## src/common/xosera_consts.svh

```systemverilog
/*
 * widths and counts shared by the VRAM core
 * include wherever a width or port count is needed
 */

`ifndef XOSERA_CONSTS_SVH
`define XOSERA_CONSTS_SVH

`define XV_VRAM_ADDR_W  12      // word address, 4K words
`define XV_WORD_W       16      // VRAM data word
`define XV_NIBBLES      4       // write mask bits per word
`define XV_INTR_W       4       // interrupt sources

// capture slots, 0 = video, 1 = cpu
`define XV_READ_PORTS   2

`endif

```

## src/common/xosera_pkg.sv

```systemverilog
/*
 * shared vector types for the VRAM sharing core
 * import by wildcard in a module body, use scoped names in port lists
 */

`include "xosera_consts.svh"

package xosera_pkg;

    // VRAM word address
    typedef logic [`XV_VRAM_ADDR_W-1:0] vram_addr_t;

    // one VRAM data word
    typedef logic [`XV_WORD_W-1:0]      vram_word_t;

    // write enable per nibble, bit 0 covers bits 3:0
    typedef logic [`XV_NIBBLES-1:0]     nibble_mask_t;

    // one bit per interrupt source
    typedef logic [`XV_INTR_W-1:0]      intr_bits_t;

    // one bit per read capture slot
    typedef logic [`XV_READ_PORTS-1:0]  read_slots_t;

endpackage

```

## src/rtl/intr_ctrl.sv

```systemverilog
/*
 * interrupt controller with sticky pending bits
 * raises a one cycle cpu strobe for each new, enabled source
 */

`timescale 1ns/10ps

module intr_ctrl (
    input  logic                    clk,
    input  logic                    reset_i,
    input  xosera_pkg::intr_bits_t  signal_i,   // source pulses
    input  xosera_pkg::intr_bits_t  mask_i,     // 1 = enabled
    input  xosera_pkg::intr_bits_t  clear_i,    // cpu acknowledge
    output xosera_pkg::intr_bits_t  status_o,   // pending bits
    output logic                    bus_intr_o  // cpu interrupt strobe
);

    import xosera_pkg::*;

    intr_bits_t status;
    intr_bits_t fresh;              // signalled, enabled, not yet pending

    assign fresh = signal_i & mask_i & ~status;

    always_ff @(posedge clk) begin
        if (reset_i) begin
            status     <= '0;
            bus_intr_o <= 1'b0;
        end else begin
            bus_intr_o <= |fresh;
            // set by signal, clear wins
            status     <= (status | signal_i) & ~clear_i;
        end
    end

    assign status_o = status;

endmodule

```

## config.mk

```make
export PLATFORM = sky130hd
export DESIGN_NAME = intr_ctrl
export DESIGN_NICKNAME = d
export VERILOG_FILES = /design/src/common/xosera_pkg.sv /design/src/rtl/intr_ctrl.sv
export VERILOG_INCLUDE_DIRS = /design/src /design/src/common
export SDC_FILE = /design/constraint.sdc
export NUM_CORES = 1
export LEC_CHECK = 0
export ABC_AREA = 1
export CAP_MARGIN = 10
export CORE_AREA = 2 2 39 41
export DETAILED_ROUTE_END_ITERATION = 16
export DIE_AREA = 0 0 41 43
export DONT_BUFFER_PORTS = 1
export MAX_ROUTING_LAYER = met4
export PLACE_DENSITY_LB_ADDON = 0.15
export SYNTH_ARGS = -nofsm -noshare
export SYNTH_HDL_FRONTEND = slang
export SYNTH_SLANG_ARGS = --single-unit
```

## constraint.sdc

```tcl
create_clock -name clk -period 0.8 [get_ports clk]
set_input_delay 0.08 -clock clk [delete_from_list [all_inputs] [get_ports clk]]
set_output_delay 0.08 -clock clk [all_outputs]
set_load 0.02 [all_outputs]
```

==> impl_results.html <==
<table>
<tr><th>Metric</th><th>Value</th></tr>
<tr><th colspan="2">Run status</th></tr>
<tr><td>Status</td><td>complete, no violations</td></tr>
<tr><th colspan="2">Logic synthesis</th></tr>
<tr><td>Synth unique cells</td><td>7</td></tr>
<tr><td>Largest cells by area after synthesis</td><td>dfxtp_1 53%, nor2_1 12%, nor3_1 11%, nand3_1 7.9%, inv_1 7.9%</td></tr>
<tr><td>Fraction of post-synthesis cell area in the top cell type by area</td><td>0.5263</td></tr>
<tr><td>Cell count after synthesis</td><td>25</td></tr>
<tr><td>Syn Area/Cell</td><td>7.607 sq um</td></tr>
<tr><td>Combined area of all synthesized cells</td><td>190.2 sq um</td></tr>
<tr><td>Post-synth net total</td><td>39</td></tr>
<tr><td>Seq/Total Area, Yosys</td><td>0.5263</td></tr>
<tr><td>Yosys synthesis warning count</td><td>0</td></tr>
<tr><td>Area leader, netlist</td><td>dfxtp_1</td></tr>
<tr><td>Post-synthesis sequential element count</td><td>5</td></tr>
<tr><th colspan="2">Clocking</th></tr>
<tr><td>Clock slew seen by the registers of the worst setup and hold paths</td><td>0.04 ns</td></tr>
<tr><td>Postcts setup bufs</td><td>0</td></tr>
<tr><td># clock sinks</td><td>5</td></tr>
<tr><td>Clock Tree Buf Depth</td><td>2</td></tr>
<tr><td>Clock buffer count from CTS</td><td>3</td></tr>
<tr><td>Root buffer cell</td><td>clkbuf_4</td></tr>
<tr><td>CTS tree</td><td>built</td></tr>
<tr><td>Latest clock arrival within the worst-skew pair</td><td>0.24 ns</td></tr>
<tr><td>Number of H-tree branching levels</td><td>1</td></tr>
<tr><th colspan="2">Timing</th></tr>
<tr><td>Final critical-path setup slack</td><td>0.02123 ns</td></tr>
<tr><td>RSZ-0062 raised after global routing</td><td>yes</td></tr>
<tr><td>Minimum period implied by the final worst setup slack</td><td>0.7788 ns</td></tr>
<tr><td>Hold Vio Cnt, Final</td><td>0</td></tr>
<tr><td>Top achievable clock speed</td><td>1.284 GHz</td></tr>
<tr><td>Rel. slew slack</td><td>0.8535</td></tr>
<tr><td>Setup Viol. Count Final</td><td>0</td></tr>
<tr><td>Slew at the pin with the worst max-slew slack</td><td>0.2191 ns</td></tr>
<tr><td>Setup TNS</td><td>0 ns</td></tr>
<tr><td>Final clock skew</td><td>0.001124 ns</td></tr>
<tr><td>Ratio of final minimum period to clock period</td><td>0.9735</td></tr>
<tr><td>Max-slew violation total from the final report</td><td>0</td></tr>
<tr><th colspan="2">Critical path</th></tr>
<tr><td>Worst setup SP type</td><td>flip-flop</td></tr>
<tr><td>Critical path arrival</td><td>0.70 ns</td></tr>
<tr><td>CP Max Fanout</td><td>3</td></tr>
<tr><td>Critical-path cell with the highest stage delay</td><td>dfxtp_2</td></tr>
<tr><td>CP Buf/Inv Count</td><td>1</td></tr>
<tr><td>Critical Path RT</td><td>0.72 ns</td></tr>
<tr><td>Critical path capture point type</td><td>primary output</td></tr>
<tr><td>Critical Setup Path Class</td><td>reg -&gt; out</td></tr>
<tr><td>Largest delay share family, worst path</td><td>flip-flops</td></tr>
<tr><td>Highest cell delay on the worst timing path</td><td>0.34 ns</td></tr>
<tr><td>CP Cell Sequence</td><td>buf_6</td></tr>
<tr><th colspan="2">Power and ir drop</th></tr>
<tr><td>Power, Total</td><td>0.6737 mW</td></tr>
<tr><td>Power per unit of standard cell area</td><td>1889 nW/um^2</td></tr>
<tr><td>Peak VDD IR</td><td>0.8378 mV</td></tr>
<tr><td>Cell leakage power</td><td>0.1511 nW</td></tr>
<tr><th colspan="2">Route</th></tr>
<tr><td>Vias after detailed routing</td><td>225</td></tr>
<tr><td>Detailed-routing iteration count for the pre-antenna-repair pass</td><td>1</td></tr>
<tr><td>Residual DRC count</td><td>0</td></tr>
<tr><td>WL per Instance</td><td>9.464 microns</td></tr>
<tr><td>Mean number of vias per cell</td><td>4.018</td></tr>
<tr><td>Total Routed Length</td><td>530 microns</td></tr>
<tr><td>Number of nets with antenna violations after detailed routing</td><td>0</td></tr>
<tr><td>DR iter-0 viols</td><td>0</td></tr>
<tr><th colspan="2">Die</th></tr>
<tr><td>DIE AREA</td><td>1763 sq um</td></tr>
<tr><td>Starting utilization of the core area</td><td>0.1374</td></tr>
<tr><td>Die Span X</td><td>41 microns</td></tr>
<tr><td>Area of the core region</td><td>1384 sq um</td></tr>
<tr><td>Rows</td><td>14</td></tr>
<tr><td>Height of the chip</td><td>43 microns</td></tr>
<tr><td>Top-level port count</td><td>19</td></tr>
<tr><th colspan="2">Finish</th></tr>
<tr><td>Fraction of final layout cells with drive strength greater than 1</td><td>0.3000</td></tr>
<tr><td>Area used by sequential logic in the layout</td><td>105.1 sq um</td></tr>
<tr><td>Most common library cell in the layout ignoring fill and taps</td><td>dlygate4sd3_1</td></tr>
<tr><td>Layout Cells excl Fill</td><td>56</td></tr>
<tr><td>Number of nets in the final layout</td><td>55</td></tr>
<tr><td>Antenna Diode Count</td><td>0</td></tr>
<tr><td>Combined area of the multi-input logic cells</td><td>75.07 sq um</td></tr>
<tr><td>Highest-count cells in the layout ignoring fill and taps</td><td>7 x dlygate4sd3_1, 6 x nor2_1</td></tr>
<tr><td>Area growth from synthesis to layout</td><td>87.50%</td></tr>
<tr><td>Number of filler instances in the final layout</td><td>156</td></tr>
<tr><th colspan="2">Global route</th></tr>
<tr><td>Overall fraction of global-route tracks in use</td><td>0.08848</td></tr>
<tr><td>Pin count of the biggest net entering global routing</td><td>6</td></tr>
<tr><td>Global-route wire length before repair</td><td>855 microns</td></tr>
<tr><td>Number of antenna violations at the first check in global routing</td><td>0</td></tr>
<tr><td>Via count of the first global-routing pass</td><td>231</td></tr>
<tr><td>Overall overflow remaining after global route</td><td>0</td></tr>
<tr><th colspan="2">Place</th></tr>
<tr><td>Placed Cells incl. Taps</td><td>45</td></tr>
<tr><td>Post-DP HPWL</td><td>401.9 microns</td></tr>
<tr><td>Routability congestion estimate</td><td>0.5606</td></tr>
<tr><td>Worst setup timing slack at the placement stage</td><td>0.08520 ns</td></tr>
<tr><td>Count of input and output buffers</td><td>0</td></tr>
<tr><th colspan="2">Min path</th></tr>
<tr><td>Hold/Removal Path Class</td><td>in -&gt; reg</td></tr>
<tr><th colspan="2">Job</th></tr>
<tr><td>Max-cap viol count</td><td>0</td></tr>
</table>
cell usage after synthesis:
cell / count
dfxtp_1: 5
inv_1: 4
nand2_1: 2
nor2_1: 6
nor3_1: 4
nand3_2: 1
nand3_1: 3
power breakdown:
group / total (mW) / switching [mW] / internal (mW)
Sequential: 0.282 / 0.0150 / 0.267
Clock: 0.297 / 0.108 / 0.189
Combinational: 0.0953 / 0.0394 / 0.0560
Total: 0.674 / 0.162 / 0.511
sequential cells by signal, indices dropped and copies added, names as in the netlist:
name        flops
bus_intr_o      1
status_o        4
timing repair:
item,4_1_cts,5_1_grt
resized for setup,3,1
hold buffers,7,0
endpoints found under the setup margin,3,5
hold endpoints to repair,5,0
metal layers:
metal | part of all wire | track usage
met1 | 0.36 | 0.07717
met2 | 0.43 | 0.1094
met3 | 0.19 | 0.09424
met4 | 0.015 | 0.06000
met5 | 0 | -
cell families (layout without fill, tap and decap cells):
logic type / Yosys count / after routing / share of synthesized area
AND/OR/NAND/NOR: 16 / 16 / 0.3947
buffers and inverters: 4 / 19 / 0.07892
flip-flops: 5 / 5 / 0.5263
layout make-up:
type | instances | share of cell area
timing repair buffer | 11 | 0.3228
inverter | 4 | 0.04211
multi-input combinational | 16 | 0.2105
tap | 16 | 0.05614
clock buffer | 4 | 0.07368
sequential | 5 | 0.2947
per-stage QoR:
stage               hold slack (ns)    util  area, sq um
floorplan                    0.1494       -        195.2
global placement             0.1512  0.1772        245.2
detailed placement           0.1527  0.1772        245.2
CTS                        0.008496  0.2550        352.8
global route                0.02506  0.2577        356.6
finish                     0.009478  0.2577        356.6
worst paths after layout:
kind / endpoint / slack (ns) / start / cells past startpoint
setup reg to reg: bus_intr_o / 0.07 / status_o[0] / 5
hold reg to reg: status_o[1] / 0.49 / status_o[1] / 2
hold / removal: status_o[3] / 0.009 / signal_i[3] / 2
setup / recovery: status_o[1] / 0.02 / status_o[1] / 1
(Power assumes the default switching activity.)
