===== src/common/xosera_consts.svh =====
/*
 * widths and counts shared by the VRAM core
 * include wherever a width or port count is needed
 */

`ifndef XOSERA_CONSTS_SVH
`define XOSERA_CONSTS_SVH

`define XV_VRAM_ADDR_W  12      // word address, 4K words
`define XV_WORD_W       16      // VRAM data word
`define XV_NIBBLES      4       // write mask bits per word
`define XV_INTR_W       4       // interrupt sources

// capture slots, 0 = video, 1 = cpu
`define XV_READ_PORTS   2

`endif


===== src/common/xosera_pkg.sv =====
/*
 * shared vector types for the VRAM sharing core
 * import by wildcard in a module body, use scoped names in port lists
 */

`include "xosera_consts.svh"

package xosera_pkg;

    // VRAM word address
    typedef logic [`XV_VRAM_ADDR_W-1:0] vram_addr_t;

    // one VRAM data word
    typedef logic [`XV_WORD_W-1:0]      vram_word_t;

    // write enable per nibble, bit 0 covers bits 3:0
    typedef logic [`XV_NIBBLES-1:0]     nibble_mask_t;

    // one bit per interrupt source
    typedef logic [`XV_INTR_W-1:0]      intr_bits_t;

    // one bit per read capture slot
    typedef logic [`XV_READ_PORTS-1:0]  read_slots_t;

endpackage


===== src/common/vram_if.sv =====
/*
 * one VRAM access per cycle, from arbiter to memory
 * arbiter drives the request fields, memory returns rdata a cycle later
 */

`timescale 1ns/10ps

`include "xosera_consts.svh"

interface vram_if;

    logic                       sel;    // access this cycle
    logic                       wr;     // 1 = write, 0 = read
    logic [`XV_NIBBLES-1:0]     mask;   // nibble write enables
    logic [`XV_VRAM_ADDR_W-1:0] addr;   // word address
    logic [`XV_WORD_W-1:0]      wdata;  // word to write
    logic [`XV_WORD_W-1:0]      rdata;  // word read, one cycle late

    modport arbiter (
        output sel,
        output wr,
        output mask,
        output addr,
        output wdata,
        input  rdata
    );

    modport memory (
        input  sel,
        input  wr,
        input  mask,
        input  addr,
        input  wdata,
        output rdata
    );

endinterface


===== src/rtl/vram_arbiter/vram_arbiter.sv =====
/*
 * fixed priority VRAM arbiter, video then cpu then renderer
 * purely combinational, one requester steered onto the bus per cycle
 * read strobes go to the capture slots, which register them
 */

`timescale 1ns/10ps

module vram_arbiter (
    input  logic                    vid_sel_i,      // video fetch request, read only
    input  xosera_pkg::vram_addr_t  vid_addr_i,
    input  logic                    cpu_sel_i,      // cpu register port request
    input  logic                    cpu_wr_i,       // cpu write, else read
    input  xosera_pkg::nibble_mask_t cpu_mask_i,
    input  xosera_pkg::vram_addr_t  cpu_addr_i,
    input  xosera_pkg::vram_word_t  cpu_wdata_i,
    input  logic                    rndr_sel_i,     // renderer write request
    input  xosera_pkg::nibble_mask_t rndr_mask_i,
    input  xosera_pkg::vram_addr_t  rndr_addr_i,
    input  xosera_pkg::vram_word_t  rndr_wdata_i,
    output logic                    cpu_gnt_o,
    output logic                    rndr_gnt_o,     // draw enable
    output xosera_pkg::read_slots_t read_grant_o,   // per slot read strobe
    vram_if.arbiter                 mem
);

    import xosera_pkg::*;

    logic rndr_go;                  // renderer write actually issued

    // cpu loses only to video
    assign cpu_gnt_o  = cpu_sel_i && !vid_sel_i;

    // renderer may draw whenever the others are idle, whether or not it asks
    assign rndr_gnt_o = !vid_sel_i && !cpu_sel_i;
    assign rndr_go    = rndr_sel_i && rndr_gnt_o;

    // bus request
    assign mem.sel = vid_sel_i || cpu_sel_i || rndr_go;

    always_comb begin
        if (vid_sel_i) begin
            mem.wr   = 1'b0;                // video only reads
            mem.mask = '0;
            mem.addr = vid_addr_i;
        end else if (cpu_sel_i) begin
            mem.wr   = cpu_wr_i;
            mem.mask = cpu_mask_i;
            mem.addr = cpu_addr_i;
        end else begin
            mem.wr   = rndr_go;             // renderer never reads
            mem.mask = rndr_mask_i;
            mem.addr = rndr_addr_i;
        end
    end

    // write data only matters for cpu or renderer, video forces wr low
    assign mem.wdata = cpu_sel_i ? cpu_wdata_i : rndr_wdata_i;

    // slot 0 video, slot 1 cpu
    always_comb begin
        read_grant_o    = '0;
        read_grant_o[0] = vid_sel_i;
        read_grant_o[1] = cpu_gnt_o && !cpu_wr_i;   // granted cpu read only
    end

endmodule


===== src/flat_wrapper.sv =====
// flat-port wrapper written by rule: the top's interface ports become plain ports
module vram_arbiter_flat import xosera_pkg::*;
  (vid_sel_i, vid_addr_i, cpu_sel_i, cpu_wr_i, cpu_mask_i, cpu_addr_i, cpu_wdata_i, rndr_sel_i, rndr_mask_i, rndr_addr_i, rndr_wdata_i, cpu_gnt_o, rndr_gnt_o, read_grant_o, mem_sel, mem_wr, mem_mask, mem_addr, mem_wdata, mem_rdata);
  vram_if mem_i ();
  input  logic vid_sel_i;
  input  xosera_pkg::vram_addr_t vid_addr_i;
  input  logic cpu_sel_i;
  input  logic cpu_wr_i;
  input  xosera_pkg::nibble_mask_t cpu_mask_i;
  input  xosera_pkg::vram_addr_t cpu_addr_i;
  input  xosera_pkg::vram_word_t cpu_wdata_i;
  input  logic rndr_sel_i;
  input  xosera_pkg::nibble_mask_t rndr_mask_i;
  input  xosera_pkg::vram_addr_t rndr_addr_i;
  input  xosera_pkg::vram_word_t rndr_wdata_i;
  output logic cpu_gnt_o;
  output logic rndr_gnt_o;
  output xosera_pkg::read_slots_t read_grant_o;
  output wire logic [$bits(mem_i.sel)-1:0] mem_sel;
  output wire logic [$bits(mem_i.wr)-1:0] mem_wr;
  output wire logic [$bits(mem_i.mask)-1:0] mem_mask;
  output wire logic [$bits(mem_i.addr)-1:0] mem_addr;
  output wire logic [$bits(mem_i.wdata)-1:0] mem_wdata;
  input wire logic [$bits(mem_i.rdata)-1:0] mem_rdata;
  assign mem_sel = mem_i.sel;
  assign mem_wr = mem_i.wr;
  assign mem_mask = mem_i.mask;
  assign mem_addr = mem_i.addr;
  assign mem_wdata = mem_i.wdata;
  assign mem_i.rdata = mem_rdata;
  vram_arbiter u_core (.vid_sel_i(vid_sel_i), .vid_addr_i(vid_addr_i), .cpu_sel_i(cpu_sel_i), .cpu_wr_i(cpu_wr_i), .cpu_mask_i(cpu_mask_i), .cpu_addr_i(cpu_addr_i), .cpu_wdata_i(cpu_wdata_i), .rndr_sel_i(rndr_sel_i), .rndr_mask_i(rndr_mask_i), .rndr_addr_i(rndr_addr_i), .rndr_wdata_i(rndr_wdata_i), .cpu_gnt_o(cpu_gnt_o), .rndr_gnt_o(rndr_gnt_o), .read_grant_o(read_grant_o), .mem(mem_i));
endmodule

===== config.mk =====
export PLATFORM = sky130hd
export DESIGN_NAME = vram_arbiter_flat
export DESIGN_NICKNAME = d
export VERILOG_FILES = /design/src/common/xosera_pkg.sv /design/src/common/vram_if.sv /design/src/rtl/vram_arbiter/vram_arbiter.sv /design/src/flat_wrapper.sv
export VERILOG_INCLUDE_DIRS = /design/src /design/src/common
export SDC_FILE = /design/constraint.sdc
export NUM_CORES = 1
export LEC_CHECK = 0
export ABC_CLOCK_PERIOD_IN_PS = 1300
export BUFFER_PORTS_ARGS = -buffer_cell sky130_fd_sc_hd__clkbuf_2
export CELL_PAD_IN_SITES_DETAIL_PLACEMENT = 1
export CELL_PAD_IN_SITES_GLOBAL_PLACEMENT = 1
export CORE_MARGIN = 2
export CORE_UTILIZATION = 14
export DETAILED_ROUTE_END_ITERATION = 16
export GPL_TIMING_DRIVEN = 0
export PLACE_DENSITY_LB_ADDON = 0.1
export SYNTH_ARGS = -nofsm -noshare
export SYNTH_HDL_FRONTEND = slang
export SYNTH_SLANG_ARGS = --single-unit

===== constraint.sdc =====
create_clock -name vclk -period 1.3
set_input_delay 0.26 -clock vclk [all_inputs]
set_output_delay 0.26 -clock vclk [all_outputs]
set_load 0.02 [all_outputs]

==> impl_results.md, run 1 <==
* Setup WS pre-CTS at -0.1599 ns
* Die area at around 5100 um2
* Crit path DAT at slightly above 1 ns
* Core ar. at approximately 4400 um2
* Initial antenna violation count at 0
* VDD IR max at around 110 uV
* Die Y at 71.18 um
* Worst Hold Launch: cpu_wr_i
* Leak at about 0.83 nW
* Most frequent cell after synthesis: mux2i_1
* Setup ws final at between 0.03 and 0.04 ns
* Worst Hold Class: input pin to output port
* Syn Std Cell Area at 631.9 um2
* Starting density of the core at 0.1451
* Cell depth of the worst hold path at 3
* GRT Util Overall at 0.1053
* Die width at just over 70 um
* Number of clock buffers in the layout at 0
* Worst setup path class: input pin to output port
* Cell-internal power at about 0.27 mW
* Slew HR at 0.8586
* Period utilization at 0.9739
* Top cells by area, synth: mux2_4 29%, mux2i_1 27%, buf_12 9.5%, o21ai_1 9.5%, mux2_2 7.1%
* Share of layout cells above drive strength 1 at 0.7552
* M1 wire length at 933 um
* First-pass DRT Iterations at 2
* Pins Over Slew Limit at 0
* Sw Ratio at 0.4957
* First-pass GRT wire length at 4547 um
* Met2 routed WL at 1675 um
* Setup TNS at 0 ns
* Final setup vio count at 0
* Row count at 24
* Synth area leader: mux2_4
* Wire per inst at approximately 12 um
* Yosys top cell area share at 0.2851
* Vias in the first global route at 1062
* Hold endpoint: read_grant_o[1]
* Antenna viol nets, final at 0
* Global route total overflow at 0
* HPWL Detailed at 2629 um
* Met3 routed wirelength at between 200 and 300 um
* Hold WS at around 0.81 ns
* Avg Cell Area, Syn at about 8.5 um2
* Post-DR vias/cell at 4.164
* Post-layout util at 0.3052
* Hold Vio Cnt, Final at 0
* # DRC at 0
* Pwr dens at slightly above 400 nW/um2
* Max cap viols at 0
* FF+latch area at 0 um2
* Synth cell types at 12
* GPL Wtd Cong at 0.7491
* Vias at 1016
* Total power at about 0.54 mW
* Fillers at roughly 570
* Clock network fraction of total power at 0
* FFs & Latches at 0
* Outcome: finished clean
* I/O Pins at between 100 and 150
* Largest fanout on the critical path at 10
* Crit end category: output port
* PortBufs at between 100 and 150
* Yosys warns at 0
* Syn-to-layout area delta at 110.3%
* Top layer reached by signal wires: met4
* Worst Path Required at 1.04 ns
* Tmin final at about 1.3 ns
* Post-CTS setup buffer count at 0
* Syn Inst Count at 74
* Slew @ Worst Pin at roughly 0.21 ns
* Syn_nets at 170
* Highest clock rate at 789.9 MHz
* Sw power at approximately 0.27 mW
* Ant. Diodes at 0
* Sequential-to-total area share from yosys stat at 0
* Final #Nets at 290
* Most frequent cells after synthesis: 17 x mux2i_1, 12 x mux2_4, 12 x nand2_1, 12 x o21ai_1, 6 x nor2_1
* Worst Setup Start Kind: input pin
* DRT Wirelength at 2942 um
* DR iter-0 viols at 21
* Largest net degree at the start of global routing at 11
* Flop pwr share at 0
* Logic pwr share at 1.000
## worst max-delay path by stage
stage                   start               to
floorplan           cpu_sel_i  read_grant_o[1]
global placement    vid_sel_i      mem_addr[6]
detailed placement  vid_sel_i      mem_addr[8]
CTS                 cpu_sel_i     mem_wdata[3]
global route        vid_sel_i      mem_addr[6]
finish              cpu_sel_i     mem_wdata[3]
## power groups by stage
stage / clock network (mW) / registers, mW / logic [mW]
2_1_floorplan: 0 / 0 / 0.306
3_3_place_gp: 0 / 0 / 0.519
3_5_place_dp: 0 / 0 / 0.530
4_1_cts: 0 / 0 / 0.533
5_1_grt: 0 / 0 / 0.581
6_report: 0 / 0 / 0.537
## worst max-delay path: stages
cell and delay, ns:
buf_8 0.13, buf_12 0.15, mux2_4 0.30, clkbuf_2 0.15
## placed cells by master (no fill, tap or decap), drive strengths merged
cell type / count
buf: 9
clkbuf: 117
mux2: 16
mux2i: 17
nand2: 12
nor2: 6
nor2b: 2
o21ai: 12
or3: 1
## cell type report
cell class         count  area [um2]  area share
plain buffers          8       102.6     0.07721
repair buffers       118       610.6      0.4595
multi-input cells     66       550.5      0.4143
well taps             52       65.06     0.04896
## per-stage QoR
step                      std cells  instance area, um2
after detailed placement        243                1287
after global routing            244                1329
after floorplan                  74               636.9
after global placement          243                1287
after CTS                       243                1291
final                           244                1329
## metal layers
| layer | global-route usage | vias up |
|---|---|---|
| met5 | 0 | - |
| met4 | 0.01258 | 0 |
| met3 | 0.01709 | 4 |
| met2 | 0.2294 | 60 |
| met1 | 0.1017 | 455 |
| li1 | - | 497 |
## repair_timing
item                                    CTS  global route
hold buffers                              0             0
gates cloned                              0             1
gates resized for setup                   3            10
endpoints found under the setup margin   18            15
## kinds of logic after synthesis
kind of cell	synth area share
and+or+nand+nor	0.1366
AOI/OAI and AO/OA	0.09505
muxes	0.6257
buffers and inverters	0.1426
Note: power is estimated with default switching activity, not from simulation.
==> run 2: changes to the inputs <==
Settings changed: RECOVER_POWER from default to 100.
==> run 2 against run 1 <==
Via count is 0.30% lower. Non-clock buffer count stayed put. Highest routed layer unchanged. First-iteration DRC count stayed put.
==> impl_results.md, run 2 (same netlist as run 1, synthesis figures left out) <==
* Period utilization at 0.9726
* Hold-fix buffers, CTS at 0
* Worst Hold Class: input pin to output port
* Ant. Diodes at 0
* FFs & Latches at 0
* Die area at 5067 um2
* Flop pwr share at 0
* GR Util met1 at 0.1017
* Max cap viols at 0
* Cell-internal power at around 0.27 mW
* Slew HR at 0.8208
* Die Y at 71.18 um
* Largest net degree at the start of global routing at 11
* Setup WS pre-CTS at -0.1599 ns
* I/O Pins at ~130
* Hold Vio Cnt, Final at 0
* PortBufs at 117
* Worst Setup Start Kind: input pin
* Global route total overflow at 0
* Post-CTS setup buffer count at 0
* GRT Util Overall at 0.1053
* First-pass GRT wire length at between 4000 and 5000 um
* VDD IR max at 109.2 uV
* Vias in the first global route at roughly 1100
* Commonest non-fill, non-tap cells in the layout: 106 x clkbuf_2, 17 x mux2i_1, 12 x mux2_4, 12 x nand2_1, 11 x o21ai_1
* First-pass DRT Iterations at 3
* Worst setup path class: input pin to output port
* Worst Path Required at between 1 and 1.5 ns
* Pwr dens at about 400 nW/um2
* HPWL Detailed at 2629 um
* Busiest grt layer: met2
* Final #Nets at 290
* Highest clock rate at ~790 MHz
* Core ar. at roughly 4400 um2
* DR iter-0 viols at 21
* Wire per inst at 12.00 um
* Initial antenna violation count at 0
* Setup ws final at 0.03566 ns
* Sw power at 0.2645 mW
* GPL Wtd Cong at between 0.7 and 0.8
* Row count at 24
* Met3 usage at 0.01709
* Syn-to-layout area delta at 108.1%
* Grt met2 use at 0.2294
* Total power at 0.5296 mW
* Final Instance Area at about 1300 um2
* Worst Setup SP: cpu_sel_i
* Pins Over Slew Limit at 0
* Commonest non-fill, non-tap cell in the layout: clkbuf_2
* Share of layout cells above drive strength 1 at 0.7083
* FF+latch area at 0 um2
* Sw Ratio at 0.4995
* Hold WS at roughly 0.82 ns
* DRT Wirelength at between 2000 and 3000 um
* Area of placed instances at 1287 um2
* Crit path DAT at 1.00 ns
* Logic pwr share at 1.000
* # DRC at 0
* Worst Setup EP: mem_wdata[3]
* Post-DR vias/cell at about 4.2
* Leak at slightly above 0.8 nW
* Tmin final at between 1 and 1.5 ns
* Die width at between 70 and 80 um
* Number of clock buffers in the layout at 0
* Slew @ Worst Pin at ~0.27 ns
* Crit end category: output port
* Largest fanout on the critical path at 10
* Clock network fraction of total power at 0
* Vias at between 1000 and 1500
* Starting density of the core at 0.1451
* Antenna viol nets, final at 0
* Outcome: finished clean
* Final setup vio count at 0
[run 2: worst min-delay path by stage]
stage,depth (start not counted),end,from,slack (ns)
5_1_grt,3,read_grant_o[1],cpu_wr_i,0.83
3_5_place_dp,3,read_grant_o[1],cpu_wr_i,0.81
4_1_cts,3,read_grant_o[1],cpu_wr_i,0.81
6_report,3,read_grant_o[1],cpu_wr_i,0.82
3_3_place_gp,3,read_grant_o[1],cpu_wr_i,0.80
2_1_floorplan,1,read_grant_o[1],cpu_wr_i,0.57
[run 2: per-layer routing]
layer | up-vias | wire length [um]
met2 | 60 | 1663
li1 | 496 | -
met1 | 453 | 931
met4 | 0 | 39
met5 | - | 0
met3 | 4 | 293
[run 2: per-stage QoR]
step	cells	setup TNS [ns]	util
3_5_place_dp	243	-1.832	0.2957
3_3_place_gp	243	-1.398	0.2957
6_report	244	0	0.3020
4_1_cts	243	0	0.2966
5_1_grt	244	-0.001384	0.3020
2_1_floorplan	74	0	-
[run 2: critical path, stage by stage]
cell and delay, ns:
buf_8 0.13, buf_12 0.15, mux2_4 0.30, clkbuf_2 0.15
[run 2: final cells by class]
cell class,instances,area (um2)
Multi-Input combinational cell,66,546.8
Tap cell,52,65.06
Timing Repair Buffer,118,600.6
Fill cell,574,3039
Buffer,8,102.6
[run 2: power by group through the flow]
stage	clock network (mW)	logic, mW	registers, mW
after floorplan	0	0.306	0
after global placement	0	0.519	0
after detailed placement	0	0.530	0
after CTS	0	0.533	0
after global routing	0	0.574	0
final	0	0.530	0
[run 2: what timing repair did]
| action | CTS | global route |
|---|---|---|
| gates cloned | 0 | 1 |
| endpoints found under the setup margin | 18 | 15 |
| resized for setup | 3 | 10 |
| pin swaps | 0 | 0 |
