## config.mk

```make
export PLATFORM = sky130hd
export DESIGN_NAME = read_capture
export DESIGN_NICKNAME = d
export VERILOG_FILES = /design/src/common/xosera_pkg.sv /design/src/rtl/vram_arbiter/read_capture.sv
export VERILOG_INCLUDE_DIRS = /design/src /design/src/common
export SDC_FILE = /design/constraint.sdc
export NUM_CORES = 1
export LEC_CHECK = 0
export BUFFER_PORTS_ARGS = -buffer_cell sky130_fd_sc_hd__buf_2
export CAP_MARGIN = 20
export CORE_UTILIZATION = 43
export DETAILED_ROUTE_END_ITERATION = 8
export PLACE_DENSITY = 0.86
export SKIP_CTS_REPAIR_TIMING = 1
export SYNTH_ARGS = -nofsm -noshare
export SYNTH_HDL_FRONTEND = slang
export SYNTH_SLANG_ARGS = --single-unit
```

## constraint.sdc

```tcl
create_clock -name clk -period 1.95 [get_ports clk]
set_clock_uncertainty 0.15 [all_clocks]
set_input_delay 0.4875 -clock clk [delete_from_list [all_inputs] [get_ports clk]]
set_output_delay 0.4875 -clock clk [all_outputs]
set_load 0.005 [all_outputs]
```

## src/common/xosera_consts.svh

```systemverilog
/*
 * widths and counts shared by the VRAM core
 * include wherever a width or port count is needed
 */

`ifndef XOSERA_CONSTS_SVH
`define XOSERA_CONSTS_SVH

`define XV_VRAM_ADDR_W  12      // word address, 4K words
`define XV_WORD_W       16      // VRAM data word
`define XV_NIBBLES      4       // write mask bits per word
`define XV_INTR_W       4       // interrupt sources

// capture slots, 0 = video, 1 = cpu
`define XV_READ_PORTS   2

`endif

```

## src/common/xosera_pkg.sv

```systemverilog
/*
 * shared vector types for the VRAM sharing core
 * import by wildcard in a module body, use scoped names in port lists
 */

`include "xosera_consts.svh"

package xosera_pkg;

    // VRAM word address
    typedef logic [`XV_VRAM_ADDR_W-1:0] vram_addr_t;

    // one VRAM data word
    typedef logic [`XV_WORD_W-1:0]      vram_word_t;

    // write enable per nibble, bit 0 covers bits 3:0
    typedef logic [`XV_NIBBLES-1:0]     nibble_mask_t;

    // one bit per interrupt source
    typedef logic [`XV_INTR_W-1:0]      intr_bits_t;

    // one bit per read capture slot
    typedef logic [`XV_READ_PORTS-1:0]  read_slots_t;

endpackage

```

## src/rtl/vram_arbiter/read_capture.sv

```systemverilog
/*
 * read result register for one requester
 * passes the memory word through in the load cycle, then holds it
 */

`timescale 1ns/10ps

module read_capture (
    input  logic                    clk,
    input  logic                    reset_i,
    input  logic                    rd_grant_i,     // read granted this cycle
    input  xosera_pkg::vram_word_t  mem_rdata_i,    // memory output
    output xosera_pkg::vram_word_t  data_o
);

    import xosera_pkg::*;

    logic       load;               // memory output is ours this cycle
    vram_word_t held;               // last word read

    always_ff @(posedge clk) begin
        if (reset_i) begin
            load <= 1'b0;
        end else begin
            load <= rd_grant_i;
        end
    end

    // save word at end of load cycle
    always_ff @(posedge clk) begin
        if (load) begin
            held <= mem_rdata_i;
        end
    end

    assign data_o = load ? mem_rdata_i : held;  // no extra cycle on fresh data

endmodule

```

==> run metrics, run 1 <==
PwrDens 935 nW/µm²; Via density 4.38; layout cells sized above 1 77.0%; # rows 13; vias in the first global route 338; worst reg2reg path startpoint load$_SDFF_PP0_; fin crit share 96.9%; Mapped Avg Cell Area 16.5 µm²; synth-to-layout area growth 34.5%; Die H 39.2 µm; Slew HR 91.0%; Horiz. Die Dim 39.2 µm; gr ovfl total 0; buffers added on ports 34; Final TNS setup 0 ns; outcome finished clean; Clock Sinks 17; DRC 0; register area 342 µm²; slowest cell delay on critical path 0.35 ns; CTS buffer count 3; WS Path Type register to output port; Multi-input gate area 224 µm²; initial antenna violation count 0; Final GP Congestion 0.720; Initial Util 45.8%; CTS tree done; Final Routed Wirelength 945 µm; post-synthesis cell type count 6; Worst Hold End load$_SDFF_PP0_; slowest CP cell dfxtp_2; register area share after synthesis 57.1%; Synth Register Bits 17; # fillers 113; clock slew seen by the registers of the worst setup and hold paths 0.08 ns; fin worst setup slack 0.0603 ns; detailed placement HPWL 742 µm; Cells after DPL 85; Clock Latency Late Sink 0.27 ns; antenna cell count 0; Mapped Area 596 µm²; Hold Crit Class input port to register; Synth top area share 57.1%; top area cells in the synthesized netlist dfxtp_1, mux2_4, mux2_2; Nets 94; P_leak 0.000407 µW; syn_nets 55; final hold vios 0; die area 1540 µm²; Max Cap Violations 0; Finished Layout Cells 89; Hold Startpoint reset_i; CP required 1.31 ns; first-pass GRT wire length 1370 µm; Worst-Margin Slew 0.136 ns; Max Slew Vio Count 0; YS warnings 0; Mapped Cells 36; Global Route Usage Sum 13.1%; worst vdd ir 0.514 mV; IO Pins 35; fin util 61.5%; Root Driver clkbuf_4; Max FO, Critical Path 6; clock buffer depth 2; largest net degree at the start of global routing 11; Max Clk Rate 0.529 GHz; DR vias 390; Hold Crit Depth 2; H-tree depth 1; Post-Place Worst Slack 0.327 ns; worst reg2reg path depth 2; WL/cell 10.6 µm; DR pass1 iterations 2; CP Capture Type output port; CP arrival 1.25 ns; CP cell instances buf_4, mux2_2, buf_2; Placeable Area 1300 µm²; Setup-failing EPs final 0; hold_ws 0.200 ns; r2r setup slk 0.84 ns; Yosys top cell by area dfxtp_1; RR Endpoint held[4]$_DFF_P_; Final ANT Viol Nets 0; startpoint types register; 1st-iter DRT viols 3; post-layout min period 1.89 ns
-- routing by layer --
layer / routed length [µm] / share of wire, % / vias up / GRT usage, %
met4: 0 / 0 / 0 / 5.17
met1: 467 / 49 / 164 / 17.4
met3: 84 / 8.9 / 0 / 1.73
met2: 393 / 42 / 27 / 21.3
met5: 0 / 0 / - / 0
li1: - / - / 199 / -
-- synthesized netlist by cell type (all sizes together) --
cell / instances
nor2b: 1
dfxtp: 17
mux2: 16
buf: 2
-- state kept, by name (all words and copies together) (netlist names) --
name  cells
held     16
load      1
-- report_power, final --
part / total, µW / switching, µW / internal (µW)
registers: 413 / 13.7 / 400
clock network: 174 / 97.7 / 75.9
logic: 162 / 55.4 / 106
-- layout make-up --
class	instances	area share [%]
Timing Repair Buffer	36	23.6
Clock buffer	3	2.81
Sequential cell	17	42.7
Clock inverter	1	0.625
Tap cell	15	2.34
Multi-Input combinational cell	17	28.0
-- layout by cell type (no fill, tap or decap), drive strengths merged --
cell type  Yosys  final
clkinv         0      1
nor2b          1      1
buf            2     36
clkbuf         0      3
dfxtp         17     17
mux2          16     16
-- stage by stage --
step                total power, µW  area [µm²]
finish                          749         801
global route                    791         801
CTS                             759         796
detailed placement              583         768
global placement                578         768
floorplan                       515         596
-- worst max-delay path by stage --
stage | from | to | cells past startpoint
final | load$_SDFF_PP0_ | data_o[15] | 3
after global routing | load$_SDFF_PP0_ | data_o[15] | 3
after CTS | load$_SDFF_PP0_ | data_o[10] | 3
after detailed placement | load$_SDFF_PP0_ | data_o[10] | 3
after global placement | mem_rdata_i[0] | data_o[0] | 3
after floorplan | load$_SDFF_PP0_ | data_o[10] | 3
-- cell families (layout without fill, tap and decap cells) --
group | after synthesis | count (layout) | synth area share, %
flops | 17 | 17 | 57.1
mux | 16 | 16 | 36.6
buf+inv | 2 | 40 | 5.25
simple gates | 1 | 1 | 1.05
-- critical path, delay by kind of cell (launching register included) --
kind / cells / cell delay, ns
flip-flops: 1 / 0.35
multiplexers: 1 / 0.35
buffers and inverters: 2 / 0.28
(Power assumes the default switching activity.)
==> run 2, diff against run 1 <==
--- a/config.mk
+++ b/config.mk
@@ -9,6 +9,7 @@
 export BUFFER_PORTS_ARGS = -buffer_cell sky130_fd_sc_hd__buf_2
 export CAP_MARGIN = 20
 export CORE_UTILIZATION = 43
+export CTS_CLUSTER_DIAMETER = 80
 export DETAILED_ROUTE_END_ITERATION = 8
 export PLACE_DENSITY = 0.86
 export SKIP_CTS_REPAIR_TIMING = 1
==> constraint.sdc (replaced) <==
create_clock -name clk -period 2.37 [get_ports clk]
set_clock_uncertainty 0.15 [all_clocks]
set_input_delay 0.5925 -clock clk [delete_from_list [all_inputs] [get_ports clk]]
set_output_delay 0.5925 -clock clk [all_outputs]
set_load 0.005 [all_outputs]
==> run 2 against run 1 <==
Global-route usage increased by 1.0 points. Register-to-register slack improved by 0.20 ns. Sequential power decreased by 17%. Total power decreased by 18%. Largest cell class unchanged.
==> run metrics, run 2 (synthesized netlist as in run 1, its figures left out) <==
outcome finished clean (unchanged); Final ANT Viol Nets 0 (unchanged); Max Slew Vio Count 0 (unchanged); WS Path Type register to output port (unchanged); die area 1540 µm² (unchanged); 1st-iter DRT viols 6 (was 3); CTS buffer count 3 (unchanged); WL/cell 11.3 µm (was 10.6 µm); RSZ-0062 raised after global routing false; Root Driver clkbuf_4 (unchanged); Clock Sinks 17 (unchanged); CTS tree done (unchanged); gr ovfl total 0 (unchanged); most frequent cells in the layout buf_2, dfxtp_1, mux2_4 (unchanged); vias in the first global route 336 (was 338); CP required 1.63 ns (was 1.31 ns); largest net degree at the start of global routing 11 (unchanged); H-tree depth 1 (unchanged); Hold Crit Class input port to register (unchanged); Max Cap Violations 0 (unchanged); post-layout min period 2.22 ns; Hold Startpoint reset_i (unchanged); Horiz. Die Dim 39.2 µm (unchanged); initial antenna violation count 0 (unchanged); Via density 4.40 (was 4.38); fin crit share 93.6%; DRC 0 (unchanged); Setup-failing EPs final 0 (unchanged); Slew HR 82.8% (was 91.0%); Final TNS setup 0 ns (unchanged); first-pass GRT wire length 1360 µm (was 1370 µm); DR vias 387 (was 390); Final GP Congestion 0.676 (was 0.720); clock buffer depth 2 (unchanged); Initial Util 45.8% (unchanged); design area 787 µm² (was 801 µm²); Placeable Area 1300 µm² (unchanged); commonest non-fill, non-tap cell in the layout buf_2 (unchanged); max reg flops 16 (unchanged); Post-Place Worst Slack 0.440 ns (was 0.327 ns); clock slew seen by the registers of the worst setup and hold paths 0.08 ns (about the same); Max FO, Critical Path 10 (was 6); Hold Crit Depth 2 (unchanged); worst reg2reg path depth 2 (unchanged); Nets 93 (was 94); worst vdd ir 0.395 mV (was 0.514 mV); Max Clk Rate 0.451 GHz; worst reg2reg path startpoint load$_SDFF_PP0_ (unchanged); CP arrival 1.48 ns (was 1.25 ns); # rows 13 (unchanged); PwrDens 783 nW/µm² (was 935 nW/µm²); Clock Latency Late Sink 0.27 ns (about the same); Global Route Usage Sum 14.1% (was 13.1%); IO Pins 35 (unchanged); Die H 39.2 µm (unchanged); Largest Register held (unchanged); DR pass1 iterations 2 (unchanged); Critical path origin load$_SDFF_PP0_ (unchanged); Largest regs held x16, load x1 (unchanged); P_leak 0.000398 µW (was 0.000407 µW); startpoint types register (unchanged); Finished Layout Cells 88 (was 89); final hold vios 0 (unchanged); layout cells sized above 1 74.0% (was 77.0%); synth-to-layout area growth 32.1% (was 34.5%); Cells after DPL 84 (was 85); Worst-Margin Slew 0.258 ns (was 0.136 ns); CP Capture Type output port (unchanged); antenna cell count 0 (unchanged); fin worst setup slack 0.152 ns (was 0.0603 ns); Final Routed Wirelength 990 µm (was 945 µm); Placed Area 761 µm² (was 768 µm²); buffers added on ports 34 (unchanged); # fillers 120 (was 113)
-- run 2: changes by cell type in the layout (fill, tap and decap cells not counted) --
cell,previous run,this run
buf_6,1,0
clkinv_2,1,0
dfxtp_1,16,17
clkbuf_1,0,1
dfxtp_2,1,0
-- run 2: worst max-delay path: stages (launching register included) --
cell and delay [ns]:
dfxtp_1 0.47, buf_4 0.27, mux2_4 0.32, buf_2 0.13
-- run 2: power breakdown --
part | switching [µW] | internal, µW
Sequential | 12.1 | 329
Clock | 78.8 | 65.2
Combinational | 45.5 | 86.0
-- run 2: cell type report --
| type | count | area, µm² | area share (%) |
|---|---|---|---|
| sequential | 17 | 340 | 43.2 |
| clock buffer | 4 | 26.3 | 3.34 |
| tap | 15 | 18.8 | 2.38 |
| multi-input combinational | 17 | 224 | 28.5 |
| timing repair buffer | 35 | 178 | 22.6 |
-- run 2: worst paths after layout --
path | endpoint | slack [ns]
worst min register to register | held[10]$_DFF_P_ | 0.33
worst max-delay path | data_o[8] | 0.15
worst min-delay path | load$_SDFF_PP0_ | 0.32
worst max register to register | held[4]$_DFF_P_ | 1.04
-- run 2: layer usage --
| metal | up-vias | part of all wire, % | wire length [µm] | track usage (%) |
|---|---|---|---|---|
| met1 | 163 | 45 | 442 | 15.0 |
| met2 | 27 | 46 | 458 | 23.8 |
| met3 | 0 | 9.0 | 89 | 3.47 |
| li1 | 197 | - | - | - |
| met4 | 0 | 0 | 0 | 10.3 |
| met5 | - | 0 | 0 | 0 |
-- run 2: through the flow --
stage | total power [µW] | hold WS, ns | util, %
2_1_floorplan | 424 | 0.306 | -
3_3_place_gp | 477 | 0.302 | 58.5
3_5_place_dp | 482 | 0.308 | 58.5
4_1_cts | 627 | 0.304 | 60.5
5_1_grt | 656 | 0.303 | 60.5
6_report | 616 | 0.316 | 60.5
==> run 3, diff against run 2 <==
==> constraint.sdc (replaced) <==
create_clock -name clk -period 2.8 [get_ports clk]
set_clock_uncertainty 0.15 [all_clocks]
set_input_delay 0.7 -clock clk [delete_from_list [all_inputs] [get_ports clk]]
set_output_delay 0.7 -clock clk [all_outputs]
set_load 0.005 [all_outputs]
==> run 3 against run 2 <==
Critical path depth unchanged. Routed wire length down 1.3%. Total power down 16%. Flip-flop and latch count unchanged. Register-to-register slack better by 0.42 ns. Worst hold slack better by 0.0069 ns. Count of clock-buffer cells in the layout down 1. Critical endpoint is now data_o[9].
==> run metrics, run 3 (synthesized netlist as in run 1, its figures left out) <==
Worst-Margin Slew 0.267 ns (was 0.258 ns); Int Power 404 µW (was 480 µW); # rows 13 (unchanged); Clock Latency Late Sink 0.28 ns (was 0.27 ns); CP cell instances buf_4, mux2_4, buf_2 (unchanged); Largest regs held x16, load x1 (unchanged); CTS tree done (unchanged); antenna cell count 0 (unchanged); Reg power frac 55.7% (was 55.3%); CP required 1.95 ns (was 1.63 ns); Via density 4.40 (unchanged); post-layout min period 2.34 ns; CTS buffer count 3 (unchanged); Largest Register held (unchanged); max reg flops 16 (unchanged); Hold Crit Class register to register (was input port to register); Max Cap Violations 0 (unchanged); Final ANT Viol Nets 0 (unchanged); Slew HR 82.2% (was 82.8%); slowest cell delay on critical path 0.48 ns (was 0.47 ns); outcome finished clean (unchanged); Psw 115 µW (was 136 µW); commonest non-fill, non-tap cell in the layout buf_2 (unchanged); Global Route Usage Sum 13.9% (was 14.1%); slowest CP cell dfxtp_1 (unchanged); startpoint types register (unchanged); Nets 93 (unchanged); Final GP Congestion 0.676 (about the same); clock slew seen by the registers of the worst setup and hold paths 0.09 ns (was 0.08 ns); DR vias 387 (unchanged); fin crit share 83.4%; Finished Layout Cells 88 (unchanged); Max FO, Critical Path 10 (unchanged); DRC 0 (unchanged); first-pass GRT wire length 1390 µm (was 1360 µm); RSZ-0062 raised after global routing false (unchanged); Die H 39.2 µm (unchanged); gr ovfl total 0 (unchanged); sw frac 22.2% (was 22.1%); 1st-iter DRT viols 5 (was 6); combinational share of power 21.3% (about the same); synth-to-layout area growth 32.4% (was 32.1%); Clock Sinks 17 (unchanged); Final Routed Wirelength 977 µm (was 990 µm); PwrDens 658 nW/µm² (was 783 nW/µm²); Clock Power Share 23.0% (was 23.4%); clock buffer depth 2 (unchanged); final hold vios 0 (unchanged); detailed placement HPWL 826 µm; WS Path Type register to output port (unchanged); Cells after DPL 84 (unchanged); Placed Area 761 µm² (unchanged); design area 788 µm² (was 787 µm²); largest net degree at the start of global routing 11 (unchanged); WL/cell 11.1 µm (was 11.3 µm); buffers added on ports 34 (unchanged); DR pass1 iterations 2 (unchanged); CP Capture Type output port (unchanged); initial antenna violation count 0 (unchanged); CP arrival 1.49 ns (was 1.48 ns); Max Clk Rate 0.428 GHz; layout cells sized above 1 75.3% (was 74.0%); most frequent cells in the layout buf_2, dfxtp_1, mux2_4 (unchanged); worst vdd ir 0.265 mV (was 0.395 mV); IO Pins 35 (unchanged); Horiz. Die Dim 39.2 µm (unchanged); H-tree depth 1 (unchanged); Placeable Area 1300 µm² (unchanged); hold_ws 0.323 ns (was 0.316 ns); vias in the first global route 369 (was 336); Setup-failing EPs final 0 (unchanged); P_leak 0.000400 µW (was 0.000398 µW); die area 1540 µm² (unchanged); Final TNS setup 0 ns (unchanged); Root Driver clkbuf_4 (unchanged); Max Slew Vio Count 0 (unchanged); Initial Util 45.8% (unchanged)
==> run 3: critical path, delay by kind of cell, from the launching register on <==
family   cells  cell delay (ns)
mux          1             0.32
flops        1             0.48
buf+inv      2             0.41
==> run 3: final timing paths <==
path                            slack [ns]  depth (start not counted)              end             from
worst max-delay path                  0.46                          3        data_o[9]  load$_SDFF_PP0_
worst min-delay path                  0.32                          1  held[3]$_DFF_P_  held[3]$_DFF_P_
worst max register to register        1.46                          2  held[9]$_DFF_P_  load$_SDFF_PP0_
worst min register to register        0.32                          1  held[3]$_DFF_P_  held[3]$_DFF_P_
==> run 3: power by group through the flow <==
| stage | Sequential, µW | Combinational (µW) | Clock, µW |
|---|---|---|---|
| 5_1_grt | 293 | 121 | 143 |
| 3_3_place_gp | 293 | 109 | 0 |
| 2_1_floorplan | 290 | 68.8 | 0 |
| 3_5_place_dp | 296 | 112 | 0 |
| 4_1_cts | 290 | 113 | 127 |
| 6_report | 289 | 111 | 119 |
==> run 3: metrics by stage <==
stage	power (µW)	worst slack, ns	util [%]
floorplan	359	0.988	-
global placement	402	0.763	58.5
detailed placement	408	0.752	58.5
CTS	530	0.447	60.6
global route	558	0.352	60.6
finish	519	0.464	60.6
==> run 3: final cells by class <==
class	count	area, µm²
sequential	17	340
timing repair buffer	35	178
clock buffer	3	22.5
multi-input combinational	17	224
fill	130	513
tap	15	18.8
clock inverter	1	5.00
==> run 3: per-layer routing <==
layer / GRT usage, % / up-vias / share of wire, %
li1: - / 195 / -
met1: 13.9 / 165 / 42
met2: 26.7 / 27 / 49
met3: 3.47 / 0 / 9.2
met4: 5.17 / 0 / 0
met5: 0 / - / 0
